==> src/include/fetch_config.svh <==
`ifndef FETCH_CONFIG_SVH
`define FETCH_CONFIG_SVH

// pc the core fetches from after reset
`define FETCH_RESET_PC 32'h0000_0200

// byte address width of the fetch port
`define FETCH_ADDR_W 32

// width of one instruction memory word
`define FETCH_WORD_W 32

// width of one instruction parcel
`define FETCH_PARCEL_W 16

`endif

==> src/logic/fetch_pkg.sv <==
`default_nettype none

`include "fetch_config.svh"

package fetch_pkg;

    typedef logic [`FETCH_ADDR_W-1:0] addr_t;     // byte address
    typedef logic [`FETCH_WORD_W-1:0] word_t;     // memory word or full instruction
    typedef logic [`FETCH_PARCEL_W-1:0] parcel_t; // one half-word parcel

    // read master
    typedef enum logic [1:0] {
        IDLE = 2'b00, // out of reset
        ADDR = 2'b01, // AR presented
        DATA = 2'b10, // waiting on R
        HOLD = 2'b11  // word held for the aligner
    } fetch_state_e;

    // parcel aligner
    typedef enum logic [1:0] {
        EMPTY = 2'b00, // nothing pending, next word starts an instruction
        UPPER = 2'b01, // upper half of the current word still to use
        SPLIT = 2'b10  // low half of a 32-bit instruction buffered
    } align_state_e;

endpackage

`default_nettype wire

==> src/logic/rvc_pkg.sv <==
`default_nettype none

package rvc_pkg;

    // low two bits of a parcel
    typedef enum logic [1:0] {
        Q0   = 2'b00,
        Q1   = 2'b01,
        Q2   = 2'b10,
        FULL = 2'b11 // not compressed
    } rvc_quadrant_e;

    // funct3 of the supported compressed forms, meaning depends on the quadrant
    typedef enum logic [2:0] {
        C_ADDI    = 3'b000, // q1, also c.nop
        C_LW_LI   = 3'b010, // q0 c.lw, q1 c.li
        C_LUI     = 3'b011, // q1
        C_MV_ADD  = 3'b100, // q2, split on bit 12
        C_J       = 3'b101, // q1
        C_SW_BEQZ = 3'b110, // q0 c.sw, q1 c.beqz
        C_BNEZ    = 3'b111  // q1
    } rvc_op_e;

    // RV32 major opcodes the expansions land on
    typedef enum logic [6:0] {
        LOAD   = 7'b000_0011,
        OP_IMM = 7'b001_0011,
        STORE  = 7'b010_0011,
        OP     = 7'b011_0011,
        LUI    = 7'b011_0111,
        BRANCH = 7'b110_0011,
        JAL    = 7'b110_1111
    } rv_opcode_e;

endpackage

`default_nettype wire

==> src/logic/fetch_if.sv <==
`default_nettype none

// words from the read master to the aligner
interface fetch_word_if
    import fetch_pkg::*;
();
    logic  valid;
    logic  ready;
    word_t data;
    addr_t addr; // word address of data

    modport source (output valid, data, addr, input ready);
    modport sink (input valid, data, addr, output ready);
endinterface

// whole raw instructions from the aligner to the expander
interface fetch_inst_if
    import fetch_pkg::*;
();
    logic  valid;
    logic  ready;
    word_t inst;       // parcel in the low half when compressed
    addr_t pc;
    logic  compressed;

    modport source (output valid, inst, pc, compressed, input ready);
    modport sink (input valid, inst, pc, compressed, output ready);
endinterface

`default_nettype wire

==> src/logic/axil_fetch_master.sv <==
`default_nettype none

`include "fetch_config.svh"

module axil_fetch_master
    import fetch_pkg::*;
(
    input  logic         clk,
    input  logic         n_rst,
    input  logic         redirect_valid,
    input  addr_t        redirect_pc,
    output addr_t        araddr,
    output logic [2:0]   arprot,
    output logic         arvalid,
    input  logic         arready,
    input  word_t        rdata,
    input  logic [1:0]   rresp, // error beats are taken as data
    input  logic         rvalid,
    output logic         rready,
    fetch_word_if.source word
);
    localparam addr_t reset_word = `FETCH_RESET_PC & ~addr_t'(3);

    fetch_state_e state;
    addr_t        fetch_addr;   // word being read or held
    addr_t        restart_addr; // target saved while a stale read drains
    word_t        rdata_q;
    logic         discard;
    logic         rd_busy;
    addr_t        target_word;

    assign target_word = {redirect_pc[`FETCH_ADDR_W-1:2], 2'b00};

    // AR pending, or AR accepted and R not yet seen
    assign rd_busy = (state == ADDR) || (state == DATA && !rvalid);

    always_ff @(posedge clk, negedge n_rst) begin
        if (!n_rst) begin
            state      <= IDLE;
            fetch_addr <= reset_word;
            discard    <= 1'b0;
        end else if (redirect_valid) begin
            if (rd_busy) begin
                discard <= 1'b1; // let the old read finish first
                if (state == ADDR && arready) begin
                    state <= DATA;
                end
            end else begin
                fetch_addr <= target_word;
                discard    <= 1'b0;
                state      <= ADDR;
            end
        end else begin
            case (state)
                IDLE: state <= ADDR;
                ADDR: begin
                    if (arready) begin
                        state <= DATA;
                    end
                end
                DATA: begin
                    if (rvalid && discard) begin
                        fetch_addr <= restart_addr;
                        discard    <= 1'b0;
                        state      <= ADDR;
                    end else if (rvalid) begin
                        state <= HOLD;
                    end
                end
                HOLD: begin
                    if (word.ready) begin
                        fetch_addr <= fetch_addr + addr_t'(4);
                        state      <= ADDR;
                    end
                end
                default: state <= IDLE;
            endcase
        end
    end

    always_ff @(posedge clk) begin
        if (redirect_valid) begin
            restart_addr <= target_word;
        end
        if (state == DATA && rvalid) begin
            rdata_q <= rdata;
        end
    end

    assign arvalid = (state == ADDR);
    assign araddr  = fetch_addr;
    assign arprot  = 3'b100; // unprivileged, secure, instruction
    assign rready  = (state == DATA);

    assign word.valid = (state == HOLD);
    assign word.data  = rdata_q;
    assign word.addr  = fetch_addr;

endmodule

`default_nettype wire

==> src/logic/fetch_top.sv <==
`default_nettype none

module fetch_top
    import fetch_pkg::*;
(
    input  logic       clk,
    input  logic       n_rst,
    input  logic       redirect_valid,
    input  addr_t      redirect_pc,
    output addr_t      araddr,
    output logic [2:0] arprot,
    output logic       arvalid,
    input  logic       arready,
    input  word_t      rdata,
    input  logic [1:0] rresp,
    input  logic       rvalid,
    output logic       rready,
    output logic       out_valid,
    input  logic       out_ready,
    output word_t      out_inst,
    output addr_t      out_pc,
    output logic       out_compressed,
    output logic       out_illegal
);
    fetch_word_if u_word_if ();
    fetch_inst_if u_inst_if ();

    axil_fetch_master u_master (
        .clk            (clk),
        .n_rst          (n_rst),
        .redirect_valid (redirect_valid),
        .redirect_pc    (redirect_pc),
        .araddr         (araddr),
        .arprot         (arprot),
        .arvalid        (arvalid),
        .arready        (arready),
        .rdata          (rdata),
        .rresp          (rresp),
        .rvalid         (rvalid),
        .rready         (rready),
        .word           (u_word_if.source)
    );

    inst_aligner u_aligner (
        .clk            (clk),
        .n_rst          (n_rst),
        .redirect_valid (redirect_valid),
        .redirect_pc    (redirect_pc),
        .word           (u_word_if.sink),
        .inst           (u_inst_if.source)
    );

    rvc_expander u_expander (
        .clk            (clk),
        .n_rst          (n_rst),
        .redirect_valid (redirect_valid),
        .inst           (u_inst_if.sink),
        .out_valid      (out_valid),
        .out_ready      (out_ready),
        .out_inst       (out_inst),
        .out_pc         (out_pc),
        .out_compressed (out_compressed),
        .out_illegal    (out_illegal)
    );

endmodule

`default_nettype wire

==> src/logic/inst_aligner.sv <==
`default_nettype none

`include "fetch_config.svh"

module inst_aligner
    import fetch_pkg::*;
    import rvc_pkg::*;
(
    input  logic         clk,
    input  logic         n_rst,
    input  logic         redirect_valid,
    input  addr_t        redirect_pc,
    fetch_word_if.sink   word,
    fetch_inst_if.source inst
);
    localparam addr_t reset_pc = `FETCH_RESET_PC;

    align_state_e state, next_state;
    addr_t        pc;        // pc of the next instruction to emit
    parcel_t      cur_hi;    // upper half of the current word
    logic         cur_valid; // cur_hi loaded, cleared after a misaligned redirect
    parcel_t      pending;   // low half of a split instruction
    parcel_t      upper;
    addr_t        base_pc;

    logic  o_valid;
    word_t o_inst;
    addr_t o_pc;
    logic  o_comp;

    logic  out_free, advance, fresh;
    logic  take, emit, emit_comp, step4, load_cur, load_pend;
    word_t emit_inst;

    assign out_free = !o_valid || inst.ready;
    assign advance  = out_free && !redirect_valid;
    assign upper    = cur_valid ? cur_hi : word.data[31:16];

    // on a fresh word the upper pc bits come from its address
    assign base_pc = fresh ? {word.addr[`FETCH_ADDR_W-1:2], pc[1:0]} : pc;

    always_comb begin
        next_state = state;
        fresh      = 1'b0;
        take       = 1'b0;
        emit       = 1'b0;
        emit_inst  = word.data;
        emit_comp  = 1'b0;
        step4      = 1'b0;
        load_cur   = 1'b0;
        load_pend  = 1'b0;
        case (state)
            EMPTY: begin
                fresh = 1'b1;
                if (advance && word.valid) begin
                    take = 1'b1;
                    emit = 1'b1;
                    if (word.data[1:0] == FULL) begin
                        step4 = 1'b1; // aligned 32-bit word passes whole
                    end else begin
                        emit_inst  = {16'h0000, word.data[15:0]};
                        emit_comp  = 1'b1;
                        load_cur   = 1'b1;
                        next_state = UPPER;
                    end
                end
            end
            UPPER: begin
                fresh = !cur_valid;
                if (advance && (cur_valid || word.valid)) begin
                    take = !cur_valid;
                    if (upper[1:0] == FULL) begin
                        load_pend  = 1'b1; // wait for the next word
                        next_state = SPLIT;
                    end else begin
                        emit       = 1'b1;
                        emit_inst  = {16'h0000, upper};
                        emit_comp  = 1'b1;
                        next_state = EMPTY;
                    end
                end
            end
            SPLIT: begin
                if (advance && word.valid) begin
                    take       = 1'b1;
                    emit       = 1'b1;
                    step4      = 1'b1;
                    emit_inst  = {word.data[15:0], pending};
                    load_cur   = 1'b1;
                    next_state = UPPER;
                end
            end
            default: next_state = EMPTY;
        endcase
    end

    always_ff @(posedge clk, negedge n_rst) begin
        if (!n_rst) begin
            state     <= reset_pc[1] ? UPPER : EMPTY;
            pc        <= reset_pc;
            cur_valid <= 1'b0;
            o_valid   <= 1'b0;
        end else if (redirect_valid) begin
            state     <= redirect_pc[1] ? UPPER : EMPTY; // odd half-word skips the low parcel
            pc        <= redirect_pc;
            cur_valid <= 1'b0;
            o_valid   <= 1'b0;
        end else begin
            state <= next_state;
            if (emit) begin
                pc <= base_pc + (step4 ? addr_t'(4) : addr_t'(2));
            end
            if (load_cur) begin
                cur_valid <= 1'b1;
            end else if (next_state != UPPER) begin
                cur_valid <= 1'b0;
            end
            if (emit) begin
                o_valid <= 1'b1;
            end else if (inst.ready) begin
                o_valid <= 1'b0;
            end
        end
    end

    always_ff @(posedge clk) begin
        if (load_cur) begin
            cur_hi <= word.data[31:16];
        end
        if (load_pend) begin
            pending <= upper;
        end
        if (emit) begin
            o_inst <= emit_inst;
            o_pc   <= base_pc;
            o_comp <= emit_comp;
        end
    end

    assign word.ready      = take;
    assign inst.valid      = o_valid;
    assign inst.inst       = o_inst;
    assign inst.pc         = o_pc;
    assign inst.compressed = o_comp;

endmodule

`default_nettype wire

==> src/logic/rvc_expander.sv <==
`default_nettype none

module rvc_expander
    import fetch_pkg::*;
    import rvc_pkg::*;
(
    input  logic       clk,
    input  logic       n_rst,
    input  logic       redirect_valid,
    fetch_inst_if.sink inst,
    output logic       out_valid,
    input  logic       out_ready,
    output word_t      out_inst,
    output addr_t      out_pc,
    output logic       out_compressed,
    output logic       out_illegal
);
    parcel_t       p;
    rvc_quadrant_e quad;
    rvc_op_e       op;
    logic [4:0]    rd, rs2, rdp, rs1p;
    logic [11:0]   i_imm, ls_imm;
    logic [12:0]   b_imm;
    logic [20:0]   j_imm;
    word_t         exp_inst;
    logic          exp_illegal;

    assign p    = inst.inst[15:0];
    assign quad = rvc_quadrant_e'(p[1:0]);
    assign op   = rvc_op_e'(p[15:13]);
    assign rd   = p[11:7];
    assign rs2  = p[6:2];
    assign rdp  = {2'b01, p[4:2]}; // x8..x15
    assign rs1p = {2'b01, p[9:7]};

    assign i_imm  = {{6{p[12]}}, p[12], p[6:2]};
    assign ls_imm = {5'b0, p[5], p[12:10], p[6], 2'b00}; // word offset, zero extended
    assign b_imm  = {{4{p[12]}}, p[12], p[6:5], p[2], p[11:10], p[4:3], 1'b0};
    assign j_imm  = {{9{p[12]}}, p[12], p[8], p[10:9], p[6], p[7], p[2], p[11], p[5:3], 1'b0};

    always_comb begin
        exp_inst    = '0;
        exp_illegal = 1'b0;
        if (!inst.compressed) begin
            exp_inst = inst.inst;
        end else begin
            exp_illegal = 1'b1; // cleared by each supported form
            case (quad)
                Q0: begin
                    if (op == C_LW_LI) begin
                        exp_inst    = {ls_imm, rs1p, 3'b010, rdp, LOAD};
                        exp_illegal = 1'b0;
                    end else if (op == C_SW_BEQZ) begin
                        exp_inst    = {ls_imm[11:5], rdp, rs1p, 3'b010, ls_imm[4:0], STORE};
                        exp_illegal = 1'b0;
                    end
                end
                Q1: begin
                    exp_illegal = 1'b0;
                    case (op)
                        C_ADDI:    exp_inst = {i_imm, rd, 3'b000, rd, OP_IMM}; // c.nop too
                        C_LW_LI:   exp_inst = {i_imm, 5'd0, 3'b000, rd, OP_IMM};
                        C_LUI: begin
                            exp_inst    = {{14{p[12]}}, p[12], p[6:2], rd, LUI};
                            exp_illegal = (rd == 5'd2); // c.addi16sp
                        end
                        C_J: begin
                            exp_inst = {j_imm[20], j_imm[10:1], j_imm[11], j_imm[19:12],
                                        5'd0, JAL};
                        end
                        C_SW_BEQZ, C_BNEZ: begin
                            exp_inst = {b_imm[12], b_imm[10:5], 5'd0, rs1p, 2'b00, p[13],
                                        b_imm[4:1], b_imm[11], BRANCH};
                        end
                        default:   exp_illegal = 1'b1;
                    endcase
                    if (exp_illegal) begin
                        exp_inst = '0;
                    end
                end
                Q2: begin
                    // rs2 of zero is c.jr / c.jalr / c.ebreak
                    if (op == C_MV_ADD && rs2 != 5'd0) begin
                        exp_inst    = {7'b0, rs2, p[12] ? rd : 5'd0, 3'b000, rd, OP};
                        exp_illegal = 1'b0;
                    end
                end
                default: exp_illegal = 1'b1;
            endcase
        end
    end

    assign inst.ready = !out_valid || out_ready;

    always_ff @(posedge clk, negedge n_rst) begin
        if (!n_rst) begin
            out_valid <= 1'b0;
        end else if (redirect_valid) begin
            out_valid <= 1'b0;
        end else if (inst.ready) begin
            out_valid <= inst.valid;
        end
    end

    always_ff @(posedge clk) begin
        if (inst.valid && inst.ready) begin
            out_inst       <= exp_inst;
            out_pc         <= inst.pc;
            out_compressed <= inst.compressed;
            out_illegal    <= exp_illegal;
        end
    end

endmodule

`default_nettype wire

==> config.mk <==
export PLATFORM = sky130hd
export DESIGN_NAME = fetch_top
export DESIGN_NICKNAME = d
export VERILOG_FILES = /design/src/logic/fetch_pkg.sv /design/src/logic/rvc_pkg.sv /design/src/logic/fetch_if.sv /design/src/logic/axil_fetch_master.sv /design/src/logic/fetch_top.sv /design/src/logic/inst_aligner.sv /design/src/logic/rvc_expander.sv
export VERILOG_INCLUDE_DIRS = /design/src /design/src/include
export SDC_FILE = /design/constraint.sdc
export NUM_CORES = 1
export LEC_CHECK = 0
export BUFFER_PORTS_ARGS = -buffer_cell sky130_fd_sc_hd__buf_2
export CAP_MARGIN = 20
export CORE_AREA = 2 2 246 175
export CTS_CLUSTER_SIZE = 28
export DETAILED_ROUTE_END_ITERATION = 8
export DIE_AREA = 0 0 248 177
export PLACE_DENSITY = 0.58
export SYNTH_ARGS = -nofsm -noshare
export SYNTH_HDL_FRONTEND = slang
export SYNTH_HIERARCHICAL = 1
export SYNTH_SLANG_ARGS = --single-unit
==> constraint.sdc <==
create_clock -name clk -period 3.1 [get_ports clk]
set_input_delay 0.93 -clock clk [delete_from_list [all_inputs] [get_ports clk]]
set_output_delay 0.93 -clock clk [all_outputs]
set_load 0.02 [all_outputs]
# == Word-level counts from Yosys, hierarchy flattened ==
# Index checks and enable logic that the tools add are counted.
# totals
elab_cells,156
reg_bits,297
out_inout_bits,104
# op_classes
n_addsub,2
reduce_logical,36
muxes,76
n_eq_ne,23
# op_table
operator,count
$mux W32,15
$pmux W32 S3,2
$pmux W32 S5,1
$pmux W32 S2,1
$add A32 B3 Y32 const B,1
$add A32 B32 Y32,1
$mux W1,29
$mux W27,1
$mux W2,13
$mux W25,1
$mux W16,1
$pmux W1 S2,7
$eq A2 B2 Y1 const B,6
$eq A3 B3 Y1 const B,4
$logic_and A1 B1 Y1,9
$reduce_bool A3 Y1,3
$pmux W2 S4,1
$reduce_and A4 Y1,2
$reduce_bool A2 Y1,4
$eq A2 B1 Y1 const B,3
$eq A3 B2 Y1 const B,2
$logic_not A2 Y1,3
$ne A3 B2 Y1 const B,2
$ne A3 B3 Y1 const B,2
other kinds (15),23

# == Depth between registers and ports, before layout ==
# Gate-level depths: netlist (run 1).
# logic_depth
depth_word,11
depth_mapped,14

# == Modules after synthesis ==
# The synthesis (run 1) kept the hierarchy.
# modules_own_cells
mod,n_inst,cells_each,area_per_inst_um2
inst_aligner,1,595,6757.7
axil_fetch_master,1,430,4799.6
rvc_expander,1,258,3265.6

# == Worst setup path before layout (run 1) ==
# No wires, ideal clock.
# synth_timing
path_type,input to register
from,input port out_ready
to,register u_aligner.pc[23]
n_path_buf,2
stages,14
t_arrival_ns,3.792
required_ns,3.005
path_slack_ns,-0.788
path_cell_list,nand2b_1 > nand2b_1 > and4_1 > clkbuf_1 > clkbuf_1 > nand2b_1 > ha_1 > fa_1 > inv_1 > nor4_1 > a22oi_1 > nor2_1 > and4_1 > o31ai_1
# synth_via
elab_chain_cells,10
# synth_lines
element,line,text
start: declaration,fetch_top.sv:19,"input logic out_ready,"
$logic_or A1 B1 Y1 (*),rvc_expander.sv:93,assign inst.ready = !out_valid || out_ready;
$logic_or A1 B1 Y1 (*),inst_aligner.sv:35,assign out_free = !o_valid || inst.ready;
$logic_and A1 B1 Y1 (*),inst_aligner.sv:36,assign advance = out_free && !redirect_valid;
$logic_and A1 B1 Y1,"inst_aligner.sv:55, inst_aligner.sv:84",
"$mux W1, on equally long branches","inst_aligner.sv:55, inst_aligner.sv:84",
$pmux W1 S2,inst_aligner.sv:52,case (state)
$mux W3,inst_aligner.sv:111,pc <= base_pc + (step4 ? addr_t'(4) : addr_t'(2));
$add A32 B32 Y32,inst_aligner.sv:111,
$mux W32,inst_aligner.sv:110,if (emit) begin
$mux W32,inst_aligner.sv:103,end else if (redirect_valid) begin
end signal: assignment,inst_aligner.sv:100,pc <= reset_pc;
end signal: assignment,inst_aligner.sv:105,pc <= redirect_pc;
end signal: assignment,inst_aligner.sv:111,
end: declaration,inst_aligner.sv:19,addr_t pc;
# Mark *: on every way between the ends. The rest lies on a longest branch, timed or not. The select of a mux whose other input is x is not followed.
# A chain may end at the register's enable or synchronous reset.

# == Worst setup path after layout (run 1) ==
# layout_timing
from,register u_master.state[1]
to,register u_master.fetch_addr[21] (netlist: u_master/araddr[21])
# layout_via
elab_chain_cells,7
# layout_lines
element,line,text
start: declaration,axil_fetch_master.sv:24,fetch_state_e state;
start signal: assignment,axil_fetch_master.sv:39,state <= IDLE;
start signal: assignment,axil_fetch_master.sv:46,state <= DATA;
start signal: assignment,axil_fetch_master.sv:51,state <= ADDR;
$eq A2 B2 Y1 (*),axil_fetch_master.sv:95,assign word.valid = (state == HOLD);
named net u_word_if.valid,fetch_if.sv:7,logic valid;
$logic_or A1 B1 Y1,inst_aligner.sv:70,if (advance && (cur_valid || word.valid)) begin
$logic_and A1 B1 Y1,inst_aligner.sv:70,
$mux W1,inst_aligner.sv:70,
$pmux W1 S2 (*),inst_aligner.sv:52,
named net u_word_if.ready,fetch_if.sv:8,logic ready;
$ne A3 B3 Y1 (no source line) (*),n/a,
$reduce_and A4 Y1 (no source line) (*),n/a,
end signal: assignment,axil_fetch_master.sv:49,fetch_addr <= target_word;
end signal: assignment,axil_fetch_master.sv:63,fetch_addr <= restart_addr;
end signal: assignment,axil_fetch_master.sv:72,fetch_addr <= fetch_addr + addr_t'(4);
end: declaration,axil_fetch_master.sv:25,addr_t fetch_addr;
# The timed path passes the listed nets; every way through them passes the cells marked *.

==> out/results.txt, run 1 <==
Timing would allow up to 334.6 MHz. Worst setup slack after layout: 0.1114 ns. For the number of endpoints failing setup at the final stage, the log shows 0.

At the worst endpoint, the arrival time is 3.42 ns. Once detail routing completed, the nets flagged for antenna violations numbered 0. The beginning of the worst register-to-register path is u_master/state[1]$_DFFE_PN0P_. The average via count per standard cell works out to 5.539. The endpoint identified for the worst register-to-register timing path is u_master/araddr[21]$_DFFE_PN0P_. The clock network accounts for 26.2% of the total power.

The run gives 10860 as the via count of the first global-routing pass. The initial detailed-routing violation count was 1064; the cell area power density was 876.1 nW/um^2. Per report_power, the sequential group accounts for 40.6% of the total. The termination of the worst setup path is u_master/araddr[21]$_DFFE_PN0P_. After synthesis the cells add up to 14810 um^2. Entering global routing, the biggest net connects 131 pins. In the final timing run, aggregate negative setup slack is 0 ns. The logs give 0 for the number of slew-limit violations in the final report and 0.54 ns for the clock latency of the later-clocked register in the worst-skew pair.

For the pin with the worst max-slew slack, the measured transition is 0.8122 ns. The layout-stage area growth over the synthesis result works out to 20.41%. The critical path goes through ha_1 -> buf_4 -> and3_1 -> and2_1 -> mux2i_1 -> nand2b_1 -> o21ai_1 -> buf_4 -> o22ai_1 -> a221oi_1. VDD sags by at most 0.4565 mV. In this run the horizontal extent of the chip is 248 um. The number of endpoints with negative hold slack in the final report came out at 0. The cell with the largest stage delay on the worst path is sky130_fd_sc_hd__buf_4. The vertical die dimension was 177 um; the worst reg2reg path depth was 10.

The final cycle utilization of the critical path is 96.41%, and the number of placed instances, taps included is 1989. The first detailed-routing pass took 5 iterations. Internal power comes to 9.725 mW. The mean instance size in the synthesized netlist is 11.56 um^2, and the share of total power in combinational logic is 33.2%.

TritonCTS built the clock tree. Global routing consumed, over all layers together, 20.10% of the routing resources. OpenSTA, run right after detailed placement, puts the worst setup slack at -0.4715 ns.

The clock tree synthesis step divided the H-tree into 2 levels. After the last flow step, the layout net total stands at 1554. The worst setup path is launched from a flop. The tightest hold path in the finished design has a slack of 0.3948 ns.

In the final layout, the share of cells above drive strength 1 is 26.65%. Counting stages on the worst path, the most repeated cell is sky130_fd_sc_hd__buf_4. The floorplan step defined a die boundary enclosing 43900 um^2. In this run the worst path has a maximum fanout of 40.

Total power for the finished layout comes to 15.62 mW. Max-cap violations in this run came to 0. Setup repair after global routing left no endpoint under its margin. After floorplanning, the core was divided into 63 placement rows. Between clock sinks in the finished design, the worst skew comes to 0.02728 ns.

The proportion of total power due to net switching is 37.74%, and the vias after detailed routing is 11380. First-pass GRT wire length: 67070 um. Summing all multi-input logic gate instances after layout gives 5719 um^2.

After global routing the overflow that remains totals 0. The utilization after layout is 42.76%, and the count of placed standard cells in the final layout, fillers left out is 2054. During placement, the flow inserted port buffers numbering 168. The clock passes through at most 3 buffers.

Worst endpoint required time: 3.53 ns. Wires add up to 44490 um. After floorplanning, the core was sized to cover 41700 um^2.

The flow ran to the end, and the final reports show no timing, DRC or antenna violations. Net switching power: 5.896 mW. Along the worst hold path, the cell count comes to 0. The root buffer selected by CTS is sky130_fd_sc_hd__clkbuf_16. Sort of element at the end of the critical path: a flop.

In the final layout, flip-flops and latches occupy 8511 um^2. Clock tree synthesis found a total of 295 sinks. Once placement finished, the instance area stood at 16650 um^2. The cell count after synthesis came out at 1281. During synthesis, Yosys emitted a total of 6 warnings. Once detailed placement completed, the half-perimeter wirelength came to 31610 um. Type of the setup path with the least slack: flop to flop.

Buffers inserted during clock tree synthesis total 34. Type of the tightest min-delay check: flop to flop. On the worst path, the slowest cell contributes a delay of 0.45 ns.

Number of antenna violations at the first check in global routing: 1. The initial core utilization was 35.51%; the final routed DRC violation total was 0. The filler cells instantiated in the layout total 3883. Clock transition at the registers of the reported paths: 0.07 ns. The run gives 17830 um^2 as the final instance area. Dividing the detail-routed wire length by the instance count gives 21.66 um. The final critical delay including setup and external delays came out at 2.989 ns. Routability-driven placement finished with a final weighted congestion of 0.9269. The logs give 45.17% for the relative max-transition margin and 176 for the count of boundary I/O pins. For this design the static power due to leakage is 6.867 nW.

Launching element of the worst setup path: u_master/state[1]$_DFFE_PN0P_. The slack of the worst reg-to-reg path came out at 0.11 ns.
==> worst min path at each step <==
stage	startpoint	end	slack [ns]
finish	u_aligner/inst.pc[20]$_DFFE_PP_	u_expander/out_pc[20]$_DFFE_PP_	0.39
global route	u_aligner/inst.pc[20]$_DFFE_PP_	u_expander/out_pc[20]$_DFFE_PP_	0.42
CTS	u_aligner/inst.pc[20]$_DFFE_PP_	u_expander/out_pc[20]$_DFFE_PP_	0.40
detailed placement	u_aligner/inst.pc[9]$_DFFE_PP_	u_expander/out_pc[9]$_DFFE_PP_	0.40
global placement	u_aligner/inst.pc[4]$_DFFE_PP_	u_expander/out_pc[4]$_DFFE_PP_	0.40
floorplan	u_aligner/inst.pc[0]$_DFFE_PP_	u_expander/out_pc[0]$_DFFE_PP_	0.40
==> repair_timing <==
action / CTS / global route
endpoints found under the hold margin: 0 / 0
setup endpoints to repair: 0 / 7
setup buffers: 0 / 1
hold buffers: 0 / 0
gates resized for setup: 0 / 4
==> area by class of cell <==
type / instances / area share [%]
diodes: 1 / 0.01404
clock buffers: 43 / 5.018
clock inverters: 19 / 1.375
inverters: 26 / 0.5684
multi-input cells: 853 / 32.08
flip-flops and latches: 295 / 47.73
well taps: 552 / 3.874
repair buffers: 265 / 9.340
==> state kept, by name, summed over array words and instances, names as in the netlist <==
| signal | count |
|---|---|
| u_expander/out_valid | 1 |
| u_aligner/pending | 16 |
| u_aligner/inst.compressed | 1 |
| u_aligner/state | 2 |
| u_master/word.data | 32 |
| u_aligner/inst.valid | 1 |
| u_aligner/pc | 32 |
| u_aligner/inst.pc | 32 |
| u_expander/out_inst | 32 |
| u_aligner/inst.inst | 32 |
| u_expander/out_compressed | 1 |
| u_master/araddr | 30 |
| u_expander/out_pc | 32 |
| u_expander/out_illegal | 1 |
| u_master/restart_addr | 30 |
| u_master/state | 2 |
| u_aligner/cur_valid | 1 |
| u_master/discard | 1 |
| u_aligner/cur_hi | 16 |
==> layout by cell type (no fill, tap or decap), drive strengths merged, types with 6 or more instances in the layout <==
| master | n |
|---|---|
| mux2 | 24 |
| dfrtp | 68 |
| clkinv | 14 |
| o22ai | 8 |
| nand3 | 45 |
| clkbuf | 43 |
| nand2b | 13 |
| nand4 | 13 |
| edfxtp | 225 |
| xor2 | 15 |
| buf | 265 |
| ha | 6 |
| a31oi | 10 |
| a22oi | 8 |
| a211oi | 9 |
| a221o | 29 |
| nor4 | 18 |
| a21o | 6 |
| a21oi | 62 |
| nand2 | 178 |
| and3 | 24 |
| mux2i | 15 |
| and4 | 8 |
| and2 | 13 |
| inv | 24 |
| or3 | 7 |
| o211ai | 8 |
| o221ai | 19 |
| a32oi | 6 |
| nor2b | 11 |
| o2bb2ai | 10 |
| a22o | 27 |
| nor2 | 68 |
| o21ai | 49 |
| xnor2 | 19 |
| o31ai | 8 |
| nor3 | 27 |
==> power groups by stage <==
stage / Sequential (mW) / Clock [mW] / Combinational (mW)
after floorplan: 6.46 / 0 / 3.17
after global placement: 6.40 / 0 / 5.03
after detailed placement: 6.41 / 0 / 5.11
after CTS: 6.34 / 4.21 / 5.14
after global routing: 6.46 / 4.37 / 5.64
final: 6.35 / 4.09 / 5.19
==> worst max-delay path, delay by kind of cell (launching register included) <==
kind	cells	cell delay, ns
flip-flops	1	0.39
AO/OA/AOI/OAI	3	0.75
adder cells (fa/ha/maj)	1	0.22
buffers and inverters	2	0.74
AND/OR/NAND/NOR	3	0.68
multiplexers	1	0.12
==> per-layer routing <==
metal  up-vias  part of all wire (%)  GRT usage (%)
met5         -                     0              0
met3        63                   8.2          4.427
met1      5584                    48          30.94
met4         0                   2.2          5.489
li1       5249                     -              -
met2       482                    42          28.04
No activity file was read; power rests on OpenSTA's default activity.
==> inputs of run 2 (changes only) <==
==> constraint.sdc (replaced) <==
create_clock -name clk -period 3.1 [get_ports clk]
set_input_delay 0.155 -clock clk [delete_from_list [all_inputs] [get_ports clk]]
set_output_delay 0.155 -clock clk [all_outputs]
set_load 0.02 [all_outputs]
==> out/results.txt, run 2 (synthesis results as in run 1) <==
The type of the tightest min-delay check is input port to flop. Dividing the detail-routed wire length by the instance count gives 21.13 um. The logs give 43.71% for the utilization after layout and 5 for the count of TritonRoute iterations in the first routing pass.

The run gives 40.5% as the sequential group share of total power. TritonCTS built the clock tree. The layout cell share with drive strength beyond 1 was 23.93%; the count of placed standard cells in the final layout, fillers left out was 2094. The final routed DRC violation total is 0. After clock tree synthesis, the clock-pin slew on the worst setup and hold paths is 0.05 ns. After detailed placement, the design holds a cell count of 1964.

The internal portion of the total power is 9.764 mW. Clock latency on the worst-skew pair, taken at its later pin, is 0.55 ns. For the number of endpoints failing setup at the final stage, the log shows 0. The detail route stage leaves a number of antenna-violating nets equal to 0. For the number of buffers created by CTS, the log shows 34.

The finished cells cover 18230 um^2. The tools report the final antenna diode count as 0. Number of endpoints with negative hold slack in the final report: 0. By startpoint and endpoint, the worst setup path is classified as flop to flop. For the number of antenna violations at the first check in global routing, the log shows 0. The worst path meets setup with 0.1860 ns of slack. Relative to the synthesized area, the layout overhead comes to 23.08%. The final wirelength was 44240 um. In this run the power spent charging and discharging nets is 5.830 mW. For the arrival time reported for the critical path endpoint, the log shows 3.28 ns. On the final layout, the worst clock skew is 0.03385 ns.

STA classifies the critical path startpoint as a flop. The root buffer cell chosen for the clock tree is sky130_fd_sc_hd__clkbuf_16. The signal on the critical path passes through ha_1 -> and4_1 -> nand2b_4 -> ha_1 -> fa_1 -> inv_1 -> nor3_2 -> a22oi_2 -> buf_4 -> nor4b_4 -> xnor2_1 -> o221ai_1.

The top fanout value on the critical path is 5. OpenSTA, run right after detailed placement, puts the worst setup slack at 0.05139 ns. The worst path needs 2.914 ns of the cycle, external delays included. The proportion of total power due to net switching is 37.39%, and the delay of the slowest cell on the worst path is 0.42 ns. Routability-driven placement finished with a final weighted congestion of 0.9023.

Measured along the y axis, the die boundary spans 177 um. The share of total power in combinational logic is 32.7%. Initial detailed-routing violation count: 1120.

The cell repeated most along the worst path is sky130_fd_sc_hd__ha_1. The via count of the first global-routing pass came out at 10950. Summed over all layers, the global routing overflow is 0. The tools report the worst endpoint required time as 3.47 ns.

Among all stages on the critical path, the largest delay is contributed by sky130_fd_sc_hd__nor4b_4. The net count of the finished layout is 1595. After layout, the worst path uses 94.00% of the clock period. Dividing total power by cell area gives a power density of 855.6 nW/um^2. The floorplan step set the die width to 248 um. The post-placement cell area was 16340 um^2; the total core area was 41700 um^2.

The library cell used most frequently in the layout, excluding fill and tap cells, is sky130_fd_sc_hd__edfxtp_1. The static leakage was 6.976 nW; the count of boundary I/O pins was 176. The first global-routing pass estimated 66970 um of wire.

The run finished with clean final reports. For the pin with the worst max-slew slack, the measured transition is 0.9688 ns. Static timing analysis puts the maximum clock frequency at 343.2 MHz. The total of max-cap violations is 0, and the site row count is 63.

Entering global routing, the biggest net connects 132 pins. Summed over all nets, the half-perimeter wirelength after detailed placement is 31130 um. In the layout the commonest cells are sky130_fd_sc_hd__edfxtp_1, sky130_fd_sc_hd__nand2_1, sky130_fd_sc_hd__buf_2. The logs give 35.51% for the initial core utilization and 3 for the number of buffers on the longest clock path.

The die covers 43900 um^2. The worst-case IR drop observed on VDD is 0.4938 mV. Buffers placed on the I/O ports in this run total 168.

CTS built an H-tree with a depth of 2. Summing over every cut layer, the via total after detailed routing is 11670. The all-layer global routing usage is 19.99%, and the overall power is 15.59 mW. Headroom to the max-slew limit came out at 35.41%. After detailed routing, the number of vias per cell comes to 5.571. The clock net in this run drives a total of 295 sinks. The part of the total power dissipated in the clock network came out at 26.8%. The sort of element at the end of the critical path was a flop. The number of slew-limit violations in the final report was 0.
-- run 2: path summary, 6_finish.rpt --
check / start / end / slack, ns / cells past startpoint
setup / recovery: u_master/state[0]$_DFFE_PN0P_ / u_aligner/pc[27]$_DFFE_PN0N_ / 0.19 / 12
hold / removal: redirect_pc[1] / u_aligner/state[0]$_DFF_PN0_ / 0.07 / 3
setup reg to reg: u_master/state[0]$_DFFE_PN0P_ / u_aligner/pc[27]$_DFFE_PN0N_ / 0.19 / 12
hold reg to reg: u_aligner/inst.pc[4]$_DFFE_PP_ / u_expander/out_pc[4]$_DFFE_PP_ / 0.40 / 0
max in group asynchronous: n_rst / u_master/araddr[9]$_DFFE_PN1P_ / 2.21 / 3
min in group asynchronous: n_rst / u_master/araddr[16]$_DFFE_PN0P_ / 0.12 / 2
-- run 2: metrics by stage --
stage / hold slack (ns) / TNS [ns]
final: 0.07491 / 0
after global routing: 0.07682 / -0.03630
after CTS: 0.03964 / 0
after detailed placement: 0.1252 / 0
after global placement: 0.1241 / 0
after floorplan: -0.1406 / -0.005540
-- run 2: what timing repair did --
item,CTS,global route
hold buffers,64,0
hold endpoints to repair,128,0
buffers inserted,0,3
setup endpoints to repair,0,17
gates resized for setup,0,6
-- run 2: layer usage --
metal,vias up,global-route usage (%),part of all wire [%],wire (um)
li1,5334,-,-,-
met1,5750,31.64,49,21490
met2,521,27.70,41,18210
met3,60,3.426,8.1,3604
met4,0,5.240,2.1,931
met5,-,0,0,0
-- run 2: worst max-delay path: cells and delay by family, from the launching register on --
family | cells | cell delay [ns]
compound gates | 2 | 0.22
simple gates | 4 | 1.05
fa+ha+maj | 3 | 0.62
flops | 1 | 0.38
xor+xnor | 1 | 0.17
buf+inv | 2 | 0.31
-- run 2: cell type report --
cell class | instances | area (um^2)
clock buffers | 41 | 887.1
clock inverters | 21 | 289.0
fillers | 3865 | 23470
inverters | 26 | 101.3
multi-input cells | 853 | 5660
flip-flops and latches | 295 | 8511
well taps | 552 | 690.7
repair buffers | 306 | 2086
-- run 2: power by group through the flow --
stage          sequential, mW  clock, mW  combinational, mW
2_1_floorplan            6.46          0               3.13
3_3_place_gp             6.37          0               4.89
3_5_place_dp             6.38          0               4.96
4_1_cts                  6.31       4.27               5.04
5_1_grt                  6.42       4.44               5.56
6_report                 6.31       4.18               5.10
